[config.mk]
export PLATFORM = sky130hd
export DESIGN_NAME = rob_commit_top
export DESIGN_NICKNAME = d
export VERILOG_FILES = /design/src/source/rob_pkg.sv /design/src/source/rob_entry_ram.sv /design/src/source/rob_status.sv /design/src/source/mispredict_pick.sv /design/src/source/commit_select.sv /design/src/source/redirect_gen.sv /design/src/source/rob_commit_top.sv
export SDC_FILE = /design/constraint.sdc
export NUM_CORES = 2
export LEC_CHECK = 0
export BUFFER_PORTS_ARGS = -buffer_cell sky130_fd_sc_hd__buf_2
export CORE_UTILIZATION = 55
export DETAILED_ROUTE_END_ITERATION = 6
export PLACE_DENSITY = 0.73
export SYNTH_ARGS = -nofsm -noshare
export SYNTH_HDL_FRONTEND = slang
export SYNTH_HIERARCHICAL = 1
export SYNTH_SLANG_ARGS = --single-unit
[constraint.sdc]
create_clock -name clk -period 9.6 [get_ports clk]
set_clock_uncertainty 0.2 [all_clocks]
set_input_delay 0.48 -clock clk [delete_from_list [all_inputs] [get_ports clk]]
set_output_delay 0.48 -clock clk [all_outputs]
set_load 0.01 [all_outputs]
[src/source/rob_pkg.sv]
// ---------------------------------------------------------------------------
// Sizes, operation ID and bundle types shared by the reorder buffer RTL and
// its testbench. Modules pull these in with a wildcard import in the body.
// ---------------------------------------------------------------------------
package rob_pkg;

    localparam int ROB_DEPTH = 16;
    localparam int ROB_IDX_W = 4;
    localparam int DEC_W     = 2;
    localparam int EXE_W     = 2;
    localparam int COM_W     = 2;
    localparam int XLEN      = 32;
    localparam int CAUSE_W   = 5;
    localparam int LREG_W    = 5;                              // logical register index
    localparam int CNT_W     = ROB_IDX_W + 1;                  // holds 0..ROB_DEPTH
    localparam int COM_NUM_W = $clog2(COM_W + 1);              // holds 0..COM_W
    localparam int WR_PORTS  = (DEC_W > EXE_W) ? DEC_W : EXE_W; // entry store write lanes

    // a lane is live when valid is set, idx names the ROB entry
    typedef struct packed {
        logic                 valid;
        logic [ROB_IDX_W-1:0] idx;
    } op_id_t;

    typedef union packed {
        logic [XLEN-1:0] tval;   // faulting address or bad instruction
        logic [XLEN-1:0] target; // resolved branch target
    } exe_info_u;

    typedef struct packed {
        op_id_t            op_id;
        logic [XLEN-1:0]   pc;
        logic [2:0]        delta;  // instruction length in bytes
        logic [LREG_W-1:0] lrd;
    } dec_bundle_t;

    typedef struct packed {
        op_id_t             op_id;
        logic               exc;
        logic [CAUSE_W-1:0] cause;
        logic               mispredict;
        exe_info_u          info;
    } exe_bundle_t;

    typedef struct packed {
        op_id_t            op_id;
        logic [XLEN-1:0]   pc;
        logic [LREG_W-1:0] lrd;
    } rob_dec_t;

    typedef struct packed {
        logic               exc;
        logic [CAUSE_W-1:0] cause;
        exe_info_u          info;
    } rob_exe_t;

    typedef struct packed {
        op_id_t            op_id;
        logic [XLEN-1:0]   pc;
        logic [LREG_W-1:0] lrd;
    } com_bundle_t;

    typedef struct packed {
        logic            valid;
        op_id_t          op_id;  // entries younger than this one are dropped
        logic [XLEN-1:0] npc;
    } red_bundle_t;

endpackage

[src/source/rob_entry_ram.sv]
// ---------------------------------------------------------------------------
// ROB entry store with one write port per lane and COM_W asynchronous reads
// at the head. The element type picks decode or execution fields.
// ---------------------------------------------------------------------------
`timescale 1ns/1ps

module rob_entry_ram #(
    parameter type entry_t = rob_pkg::rob_dec_t
) (
    input  logic                                                clk,
    input  logic [rob_pkg::WR_PORTS-1:0][rob_pkg::ROB_IDX_W-1:0] waddr,
    input  entry_t [rob_pkg::WR_PORTS-1:0]                      wdata,
    input  logic [rob_pkg::WR_PORTS-1:0]                        wena,
    input  logic [rob_pkg::COM_W-1:0][rob_pkg::ROB_IDX_W-1:0]    raddr,
    output entry_t [rob_pkg::COM_W-1:0]                         rdata
);
    import rob_pkg::*;

    entry_t mem [ROB_DEPTH];

    // lanes are applied in order, so a higher lane wins on the same index
    always_ff @(posedge clk) begin
        for (int i = 0; i < WR_PORTS; i++) begin
            if (wena[i]) begin
                mem[waddr[i]] <= wdata[i];
            end
        end
    end

    always_comb begin
        for (int i = 0; i < COM_W; i++) begin
            rdata[i] = mem[raddr[i]]; // head entries, no read latency
        end
    end

endmodule

[src/source/rob_status.sv]
// ---------------------------------------------------------------------------
// ROB bookkeeping: head pointer, live entry count and executed bits.
// Counts new allocations, retires committed entries and truncates on redirect.
// ---------------------------------------------------------------------------
`timescale 1ns/1ps

module rob_status (
    input  logic                                        clk,
    input  logic                                        rst,
    input  rob_pkg::dec_bundle_t [rob_pkg::DEC_W-1:0]   dec,
    input  rob_pkg::exe_bundle_t [rob_pkg::EXE_W-1:0]   exe,
    input  logic [rob_pkg::COM_NUM_W-1:0]               com_num,
    input  rob_pkg::red_bundle_t                        redirect,
    output logic [rob_pkg::ROB_IDX_W-1:0]               front,
    output logic [rob_pkg::CNT_W-1:0]                   count,
    output logic [rob_pkg::COM_W-1:0]                   head_ready,
    output logic [rob_pkg::ROB_IDX_W-1:0]               alloc_id,
    output logic [rob_pkg::CNT_W-1:0]                   free_slots
);
    import rob_pkg::*;

    logic [CNT_W-1:0]     count_q;   // entries held before this cycle's redirect
    logic [CNT_W-1:0]     kept;      // entries at or before the redirect id
    logic [CNT_W-1:0]     alloc_num;
    logic [ROB_DEPTH-1:0] executed;

    always_comb begin
        kept = {1'b0, ROB_IDX_W'(redirect.op_id.idx - front)} + CNT_W'(1);
        // a trap redirect names the entry that already left, so nothing stays
        if (kept > count_q) begin
            kept = '0;
        end
    end

    always_comb count = redirect.valid ? kept : count_q;

    // only lanes beyond the live window add entries
    always_comb begin
        alloc_num = '0;
        for (int i = 0; i < DEC_W; i++) begin
            if (dec[i].op_id.valid && {1'b0, ROB_IDX_W'(dec[i].op_id.idx - front)} >= count) begin
                alloc_num = alloc_num + CNT_W'(1);
            end
        end
    end

    always_ff @(posedge clk) begin
        if (rst) begin
            front   <= '0;
            count_q <= '0;
        end else begin
            front   <= front + ROB_IDX_W'(com_num);
            count_q <= count + alloc_num - CNT_W'(com_num);
        end
    end

    always_ff @(posedge clk) begin
        if (rst) begin
            executed <= '0;
        end else begin
            for (int i = 0; i < DEC_W; i++) begin
                if (dec[i].op_id.valid) begin
                    executed[dec[i].op_id.idx] <= 1'b0; // fresh entry waits for its result
                end
            end
            for (int i = 0; i < EXE_W; i++) begin
                if (exe[i].op_id.valid) begin
                    executed[exe[i].op_id.idx] <= 1'b1;
                end
            end
        end
    end

    always_comb begin
        for (int i = 0; i < COM_W; i++) begin
            head_ready[i] = executed[front + ROB_IDX_W'(i)];
        end
    end

    always_comb alloc_id   = front + ROB_IDX_W'(count);
    always_comb free_slots = CNT_W'(ROB_DEPTH) - count;

endmodule

[src/source/mispredict_pick.sv]
// ---------------------------------------------------------------------------
// Picks the oldest mispredicted execution result of the cycle, age taken
// from the ROB head, and holds it for exactly one cycle.
// ---------------------------------------------------------------------------
`timescale 1ns/1ps

module mispredict_pick (
    input  logic                                      clk,
    input  logic                                      rst,
    input  rob_pkg::exe_bundle_t [rob_pkg::EXE_W-1:0] exe,
    input  logic [rob_pkg::ROB_IDX_W-1:0]             front,
    output rob_pkg::exe_bundle_t                      mis_reg
);
    import rob_pkg::*;

    exe_bundle_t mis_first;

    // distance from the head decides age across the index wrap
    function automatic logic older(input logic [ROB_IDX_W-1:0] a,
                                   input logic [ROB_IDX_W-1:0] b,
                                   input logic [ROB_IDX_W-1:0] base);
        return ROB_IDX_W'(a - base) < ROB_IDX_W'(b - base);
    endfunction

    always_comb begin
        mis_first = '0;
        for (int i = 0; i < EXE_W; i++) begin
            if (exe[i].op_id.valid && exe[i].mispredict) begin
                if (!mis_first.op_id.valid ||
                    older(exe[i].op_id.idx, mis_first.op_id.idx, front)) begin
                    mis_first = exe[i];
                end
            end
        end
    end

    // empty pick in the next cycle drops it again
    always_ff @(posedge clk) begin
        if (rst) begin
            mis_reg <= '0;
        end else begin
            mis_reg <= mis_first;
        end
    end

endmodule

[src/source/commit_select.sv]
// ---------------------------------------------------------------------------
// In-order commit of up to COM_W ready head entries per cycle. Keeps a copy
// of the youngest committed entry so a trap can be raised one cycle later.
// ---------------------------------------------------------------------------
`timescale 1ns/1ps

module commit_select (
    input  logic                                      clk,
    input  logic                                      rst,
    input  logic [rob_pkg::COM_W-1:0]                 head_ready,
    input  logic [rob_pkg::CNT_W-1:0]                 count,
    input  rob_pkg::rob_dec_t [rob_pkg::COM_W-1:0]    dec_rd,
    input  rob_pkg::rob_exe_t [rob_pkg::COM_W-1:0]    exe_rd,
    input  logic                                      exc_pending,
    output rob_pkg::com_bundle_t [rob_pkg::COM_W-1:0] com,
    output logic [rob_pkg::COM_NUM_W-1:0]             com_num,
    output rob_pkg::rob_dec_t                         last_dec,
    output rob_pkg::rob_exe_t                         last_exe
);
    import rob_pkg::*;

    logic [COM_W-1:0]     take;
    logic                 go;        // all earlier lanes commit and none traps
    logic [COM_NUM_W-1:0] youngest;  // lane of the last committed entry

    always_comb begin
        go       = !exc_pending;     // trap cycle blocks every lane
        take     = '0;
        youngest = '0;
        com_num  = '0;
        for (int i = 0; i < COM_W; i++) begin
            take[i] = go && (CNT_W'(i) < count) && head_ready[i];
            go      = take[i] && !exe_rd[i].exc; // a faulting entry closes the group
            if (take[i]) begin
                youngest = COM_NUM_W'(i);
                com_num  = com_num + COM_NUM_W'(1);
            end
        end
    end

    always_comb begin
        for (int i = 0; i < COM_W; i++) begin
            com[i] = '0;
            if (take[i]) begin
                com[i].op_id.valid = 1'b1;
                com[i].op_id.idx   = dec_rd[i].op_id.idx;
                com[i].pc          = dec_rd[i].pc;
                com[i].lrd         = dec_rd[i].lrd;
            end
        end
    end

    always_ff @(posedge clk) begin
        if (com_num != '0) begin
            last_dec <= dec_rd[youngest];
        end
    end

    always_ff @(posedge clk) begin
        if (rst) begin
            last_exe <= '0;
        end else if (com_num != '0) begin
            last_exe <= exe_rd[youngest];
        end else if (last_exe.exc) begin
            last_exe.exc <= 1'b0;    // trap was shown this cycle
        end
    end

endmodule

[src/source/redirect_gen.sv]
// ---------------------------------------------------------------------------
// Builds the trap outputs and the fetch redirect. A trap from the last
// committed entry takes the cycle, otherwise the registered mispredict does.
// ---------------------------------------------------------------------------
`timescale 1ns/1ps

module redirect_gen (
    input  rob_pkg::rob_dec_t             last_dec,
    input  rob_pkg::rob_exe_t             last_exe,
    input  rob_pkg::exe_bundle_t          mis_reg,
    input  logic [rob_pkg::XLEN-1:0]      trap_vec,
    output logic                          exception,
    output logic [rob_pkg::XLEN-1:0]      epc,
    output logic [rob_pkg::CAUSE_W-1:0]   cause,
    output logic [rob_pkg::XLEN-1:0]      tval,
    output rob_pkg::red_bundle_t          redirect,
    output logic                          exc_pending
);
    import rob_pkg::*;

    // holds commit off while the trap is shown
    always_comb exc_pending = last_exe.exc;

    always_comb begin
        exception = 1'b0;
        epc       = '0;
        cause     = '0;
        tval      = '0;
        redirect  = '0;
        if (last_exe.exc) begin
            exception      = 1'b1;
            epc            = last_dec.pc;
            cause          = last_exe.cause;
            tval           = last_exe.info.tval;
            redirect.valid = 1'b1;
            redirect.op_id = last_dec.op_id; // already retired, so everything flushes
            redirect.npc   = trap_vec;
        end else if (mis_reg.op_id.valid) begin
            redirect.valid = 1'b1;
            redirect.op_id = mis_reg.op_id;
            redirect.npc   = mis_reg.info.target & ~XLEN'(1); // keep fetch halfword aligned
        end
    end

endmodule

[src/source/rob_commit_top.sv]
// ---------------------------------------------------------------------------
// Reorder buffer with in-order commit. Decode lanes allocate entries,
// execution lanes complete them, commit lanes retire them in order.
// ---------------------------------------------------------------------------
`timescale 1ns/1ps

module rob_commit_top (
    input  logic                                      clk,
    input  logic                                      rst,
    input  rob_pkg::dec_bundle_t [rob_pkg::DEC_W-1:0] dec,
    input  rob_pkg::exe_bundle_t [rob_pkg::EXE_W-1:0] exe,
    input  logic [rob_pkg::XLEN-1:0]                  trap_vec,
    output rob_pkg::com_bundle_t [rob_pkg::COM_W-1:0] com,
    output logic                                      exception,
    output logic [rob_pkg::XLEN-1:0]                  epc,
    output logic [rob_pkg::CAUSE_W-1:0]               cause,
    output logic [rob_pkg::XLEN-1:0]                  tval,
    output rob_pkg::red_bundle_t                      redirect,
    output logic [rob_pkg::ROB_IDX_W-1:0]             alloc_id,
    output logic [rob_pkg::CNT_W-1:0]                 free_slots
);
    import rob_pkg::*;

    logic [ROB_IDX_W-1:0]               front;
    logic [CNT_W-1:0]                   count;
    logic [COM_W-1:0]                   head_ready;
    logic [COM_NUM_W-1:0]               com_num;
    logic                               exc_pending;
    logic [COM_W-1:0][ROB_IDX_W-1:0]    head_idx;
    logic [WR_PORTS-1:0][ROB_IDX_W-1:0] dec_waddr;
    logic [WR_PORTS-1:0][ROB_IDX_W-1:0] exe_waddr;
    logic [WR_PORTS-1:0]                dec_wena;
    logic [WR_PORTS-1:0]                exe_wena;
    rob_dec_t [WR_PORTS-1:0]            dec_wdata;
    rob_exe_t [WR_PORTS-1:0]            exe_wdata;
    rob_dec_t [COM_W-1:0]               dec_rd;
    rob_exe_t [COM_W-1:0]               exe_rd;
    rob_dec_t                           last_dec;
    rob_exe_t                           last_exe;
    exe_bundle_t                        mis_reg;

    always_comb begin
        for (int i = 0; i < COM_W; i++) begin
            head_idx[i] = front + ROB_IDX_W'(i);
        end
    end

    // unused write lanes stay disabled
    always_comb begin
        dec_waddr = '0;
        dec_wdata = '0;
        dec_wena  = '0;
        for (int i = 0; i < DEC_W; i++) begin
            dec_waddr[i]       = dec[i].op_id.idx;
            dec_wena[i]        = dec[i].op_id.valid;
            dec_wdata[i].op_id = dec[i].op_id;
            dec_wdata[i].pc    = dec[i].pc;
            dec_wdata[i].lrd   = dec[i].lrd;
        end
    end

    always_comb begin
        exe_waddr = '0;
        exe_wdata = '0;
        exe_wena  = '0;
        for (int i = 0; i < EXE_W; i++) begin
            exe_waddr[i]       = exe[i].op_id.idx;
            exe_wena[i]        = exe[i].op_id.valid;
            exe_wdata[i].exc   = exe[i].exc;
            exe_wdata[i].cause = exe[i].cause;
            exe_wdata[i].info  = exe[i].info;
        end
    end

    rob_entry_ram #(.entry_t(rob_dec_t)) u_dec_ram (
        .clk(clk), .waddr(dec_waddr), .wdata(dec_wdata), .wena(dec_wena),
        .raddr(head_idx), .rdata(dec_rd)
    );

    rob_entry_ram #(.entry_t(rob_exe_t)) u_exe_ram (
        .clk(clk), .waddr(exe_waddr), .wdata(exe_wdata), .wena(exe_wena),
        .raddr(head_idx), .rdata(exe_rd)
    );

    rob_status u_status (
        .clk(clk), .rst(rst), .dec(dec), .exe(exe), .com_num(com_num),
        .redirect(redirect), .front(front), .count(count), .head_ready(head_ready),
        .alloc_id(alloc_id), .free_slots(free_slots)
    );

    mispredict_pick u_mis_pick (
        .clk(clk), .rst(rst), .exe(exe), .front(front), .mis_reg(mis_reg)
    );

    commit_select u_commit (
        .clk(clk), .rst(rst), .head_ready(head_ready), .count(count),
        .dec_rd(dec_rd), .exe_rd(exe_rd), .exc_pending(exc_pending),
        .com(com), .com_num(com_num), .last_dec(last_dec), .last_exe(last_exe)
    );

    redirect_gen u_redirect (
        .last_dec(last_dec), .last_exe(last_exe), .mis_reg(mis_reg), .trap_vec(trap_vec),
        .exception(exception), .epc(epc), .cause(cause), .tval(tval),
        .redirect(redirect), .exc_pending(exc_pending)
    );

endmodule

==> out/qor.txt <==
arrival time worst endpoint: 9.14 ns
critical path capture point type: register
final setup violating endpoints: 0
Clock Sink Count: 1,416
most used cell along the critical path: sky130_fd_sc_hd__buf_4
worst slew margin relative to its limit: 0.142
clock-pin slew reported for the worst setup and hold paths after clock tree synthesis: 0.06 ns
number of clock buffers inserted by TritonCTS: 157
full die area: 0.152 sq mm
number of input and output port buffers inserted: 406
area of the mapped netlist: 0.0829 sq mm
outcome: finished clean
RePlAce Congestion: 0.849
crit-path leading delay family: simple AND/OR/NAND/NOR gates
post-layout net count: 5,878
Worst-Margin Slew: 1.29 ns
ratio of routed vias to standard cells: 7.17
Cell Pwr Density: 166 mW/mm^2
Fmax: 116 MHz
post-synthesis cell count: 5,335
standard-cell rows: 142
most heavily used metal layer in global routing: met2
overall power of the completed layout: 15.5 mW
total global routing overflow: 0
via count of the first global-routing pass: 56.4k
number of cells in the finished layout apart from fillers: 7,763
least setup slack across all paths after layout: 0.975 ns
x dimension of the die: 390 microns
maximum fanout along the worst path: 46
Avg Synthesized Cell Area: 15.5 sq um
DR WL/cell: 35.1 microns
CP peak stage delay: 0.88 ns
flip-flop count of the largest register, all copies and words added: 672
DRC marker count from the first detailed-route iteration: 7,595
first drt pass iteration count: 6
initial antenna violation count: 39
aggregate routed wire length: 272,000 microns
worst-path cell chain: nor2b_4 > buf_4 > a22o_1 > fa_1 > xor2_1 > nand3_1 > xnor3_1 > ha_1 > and3_1 > and3_1 > a31o_2 > a31oi_4 > inv_1 > or4_4 > and2_4 > inv_2 > buf_4 > ha_1 > nor2b_4 > buf_4 > nand2_1 > o211ai_1
total nets after synthesis: 5,605
number of hold-slack violations in the final timing report: 0
top-level I/O count: 413
clock tree from TritonCTS: built
commonest non-fill, non-tap cell in the layout: sky130_fd_sc_hd__edfxtp_1
quantity of hold-fixing buffers added after cts: 192
met2 Use GR: 0.554
Area Overhead vs Synth: 12.5%
total via count in the routed design: 55.7k
count of cells resized by post-cts repair: 0
number of stages on the worst hold path: 2
startpoint types: register
residual DRC count: 0
total core area: 0.150 sq mm
critical path class: register to register
clock latency of the later-clocked register in the worst-skew pair: 0.81 ns
maximum level of the CTS H-tree: 4
number of buffers added for setup after CTS: 0
wire length of the first global-routing pass: 387,000 microns
number of logic stages on the critical path including buffering: 22
commonest cells after routing, fill and taps aside: sky130_fd_sc_hd__edfxtp_1, sky130_fd_sc_hd__mux2_2, sky130_fd_sc_hd__mux4_2, sky130_fd_sc_hd__buf_2, sky130_fd_sc_hd__a22oi_1
M3 GR Usage: 0.0886
initial cell density of the core: 0.554
Chip Height: 390 microns
buffers plus inverters on the worst setup path: 5
total routing usage reported by global routing: 0.354
clock tree root buffer cell: sky130_fd_sc_hd__clkbuf_16
number of max-slew violations in the final report: 0
Finished Core Util: 0.623
IR Drop Worst-Case VDD: 0.220 mV
worst hold slack: 0.0463 ns
leakage power of the design: 31.7 nW
Total Negative Setup Slacks: 0 ns
number of buffers between clock root and the deepest sink: 3
Cell Area, Placed: 0.0864 sq mm
Design Area, Final: 0.0933 sq mm
remaining antenna violation count after routing: 0
worst path required time: 10.12 ns
unrepaired setup endpoints after global routing: no
cell with the largest stage delay on the worst path: sky130_fd_sc_hd__ha_1
number of maximum-capacitance constraint violations: 0
worst min path class: input pin to register
Ys Warns: 6
final critical path time including I/O delays and setup: 8.62 ns
Placed Instances: 7,273
fraction of final layout cells sized beyond drive strength 1: 0.476
worst setup timing slack at the placement stage: 1.17 ns
share of the clock period used by the worst path: 0.898
largest net degree at the start of global routing: 149
worst reg-to-reg path cell count: 22
met1 capacity usage during global routing: 0.470
dpl hpwl: 145,000 microns
-- final timing paths --
check / endpoint / start / slack, ns
worst max-delay path: u_commit/last_exe[10] / u_commit/last_exe[37] / 0.98
worst min-delay path: u_dec_ram/mem[4][18] / dec[21] / 0.05
worst max register to register: u_commit/last_exe[10] / u_commit/last_exe[37] / 0.98
worst min register to register: u_commit/last_exe[5] / u_commit/last_exe[5] / 0.26
-- where the power goes --
part | internal [mW] | total, mW | leakage (nW) | switching [mW]
registers | 7.03 | 7.16 | 12.8 | 0.123
logic | 1.09 | 2.44 | 16.5 | 1.34
clock network | 3.31 | 5.93 | 2.39 | 2.62
-- metal layers --
| layer | vias to the layer above | routed length, microns |
|---|---|---|
| met5 | - | 245 |
| met3 | 859 | 36900 |
| li1 | 22100 | - |
| met1 | 28400 | 97200 |
| met4 | 42 | 12800 |
| met2 | 4239 | 125000 |
-- area by class of cell --
| cell class | count | area (sq um) |
|---|---|---|
| Clock inverter | 71 | 709 |
| Timing Repair Buffer | 706 | 4830 |
| Tap cell | 2016 | 2520 |
| Sequential cell | 1416 | 41500 |
| Clock buffer | 212 | 4240 |
| Multi-Input combinational cell | 3283 | 39300 |
| Inverter | 44 | 174 |
| Fill cell | 11000 | 56500 |
| Antenna cell | 15 | 37.5 |
No activity file was read; power rests on OpenSTA's default activity.
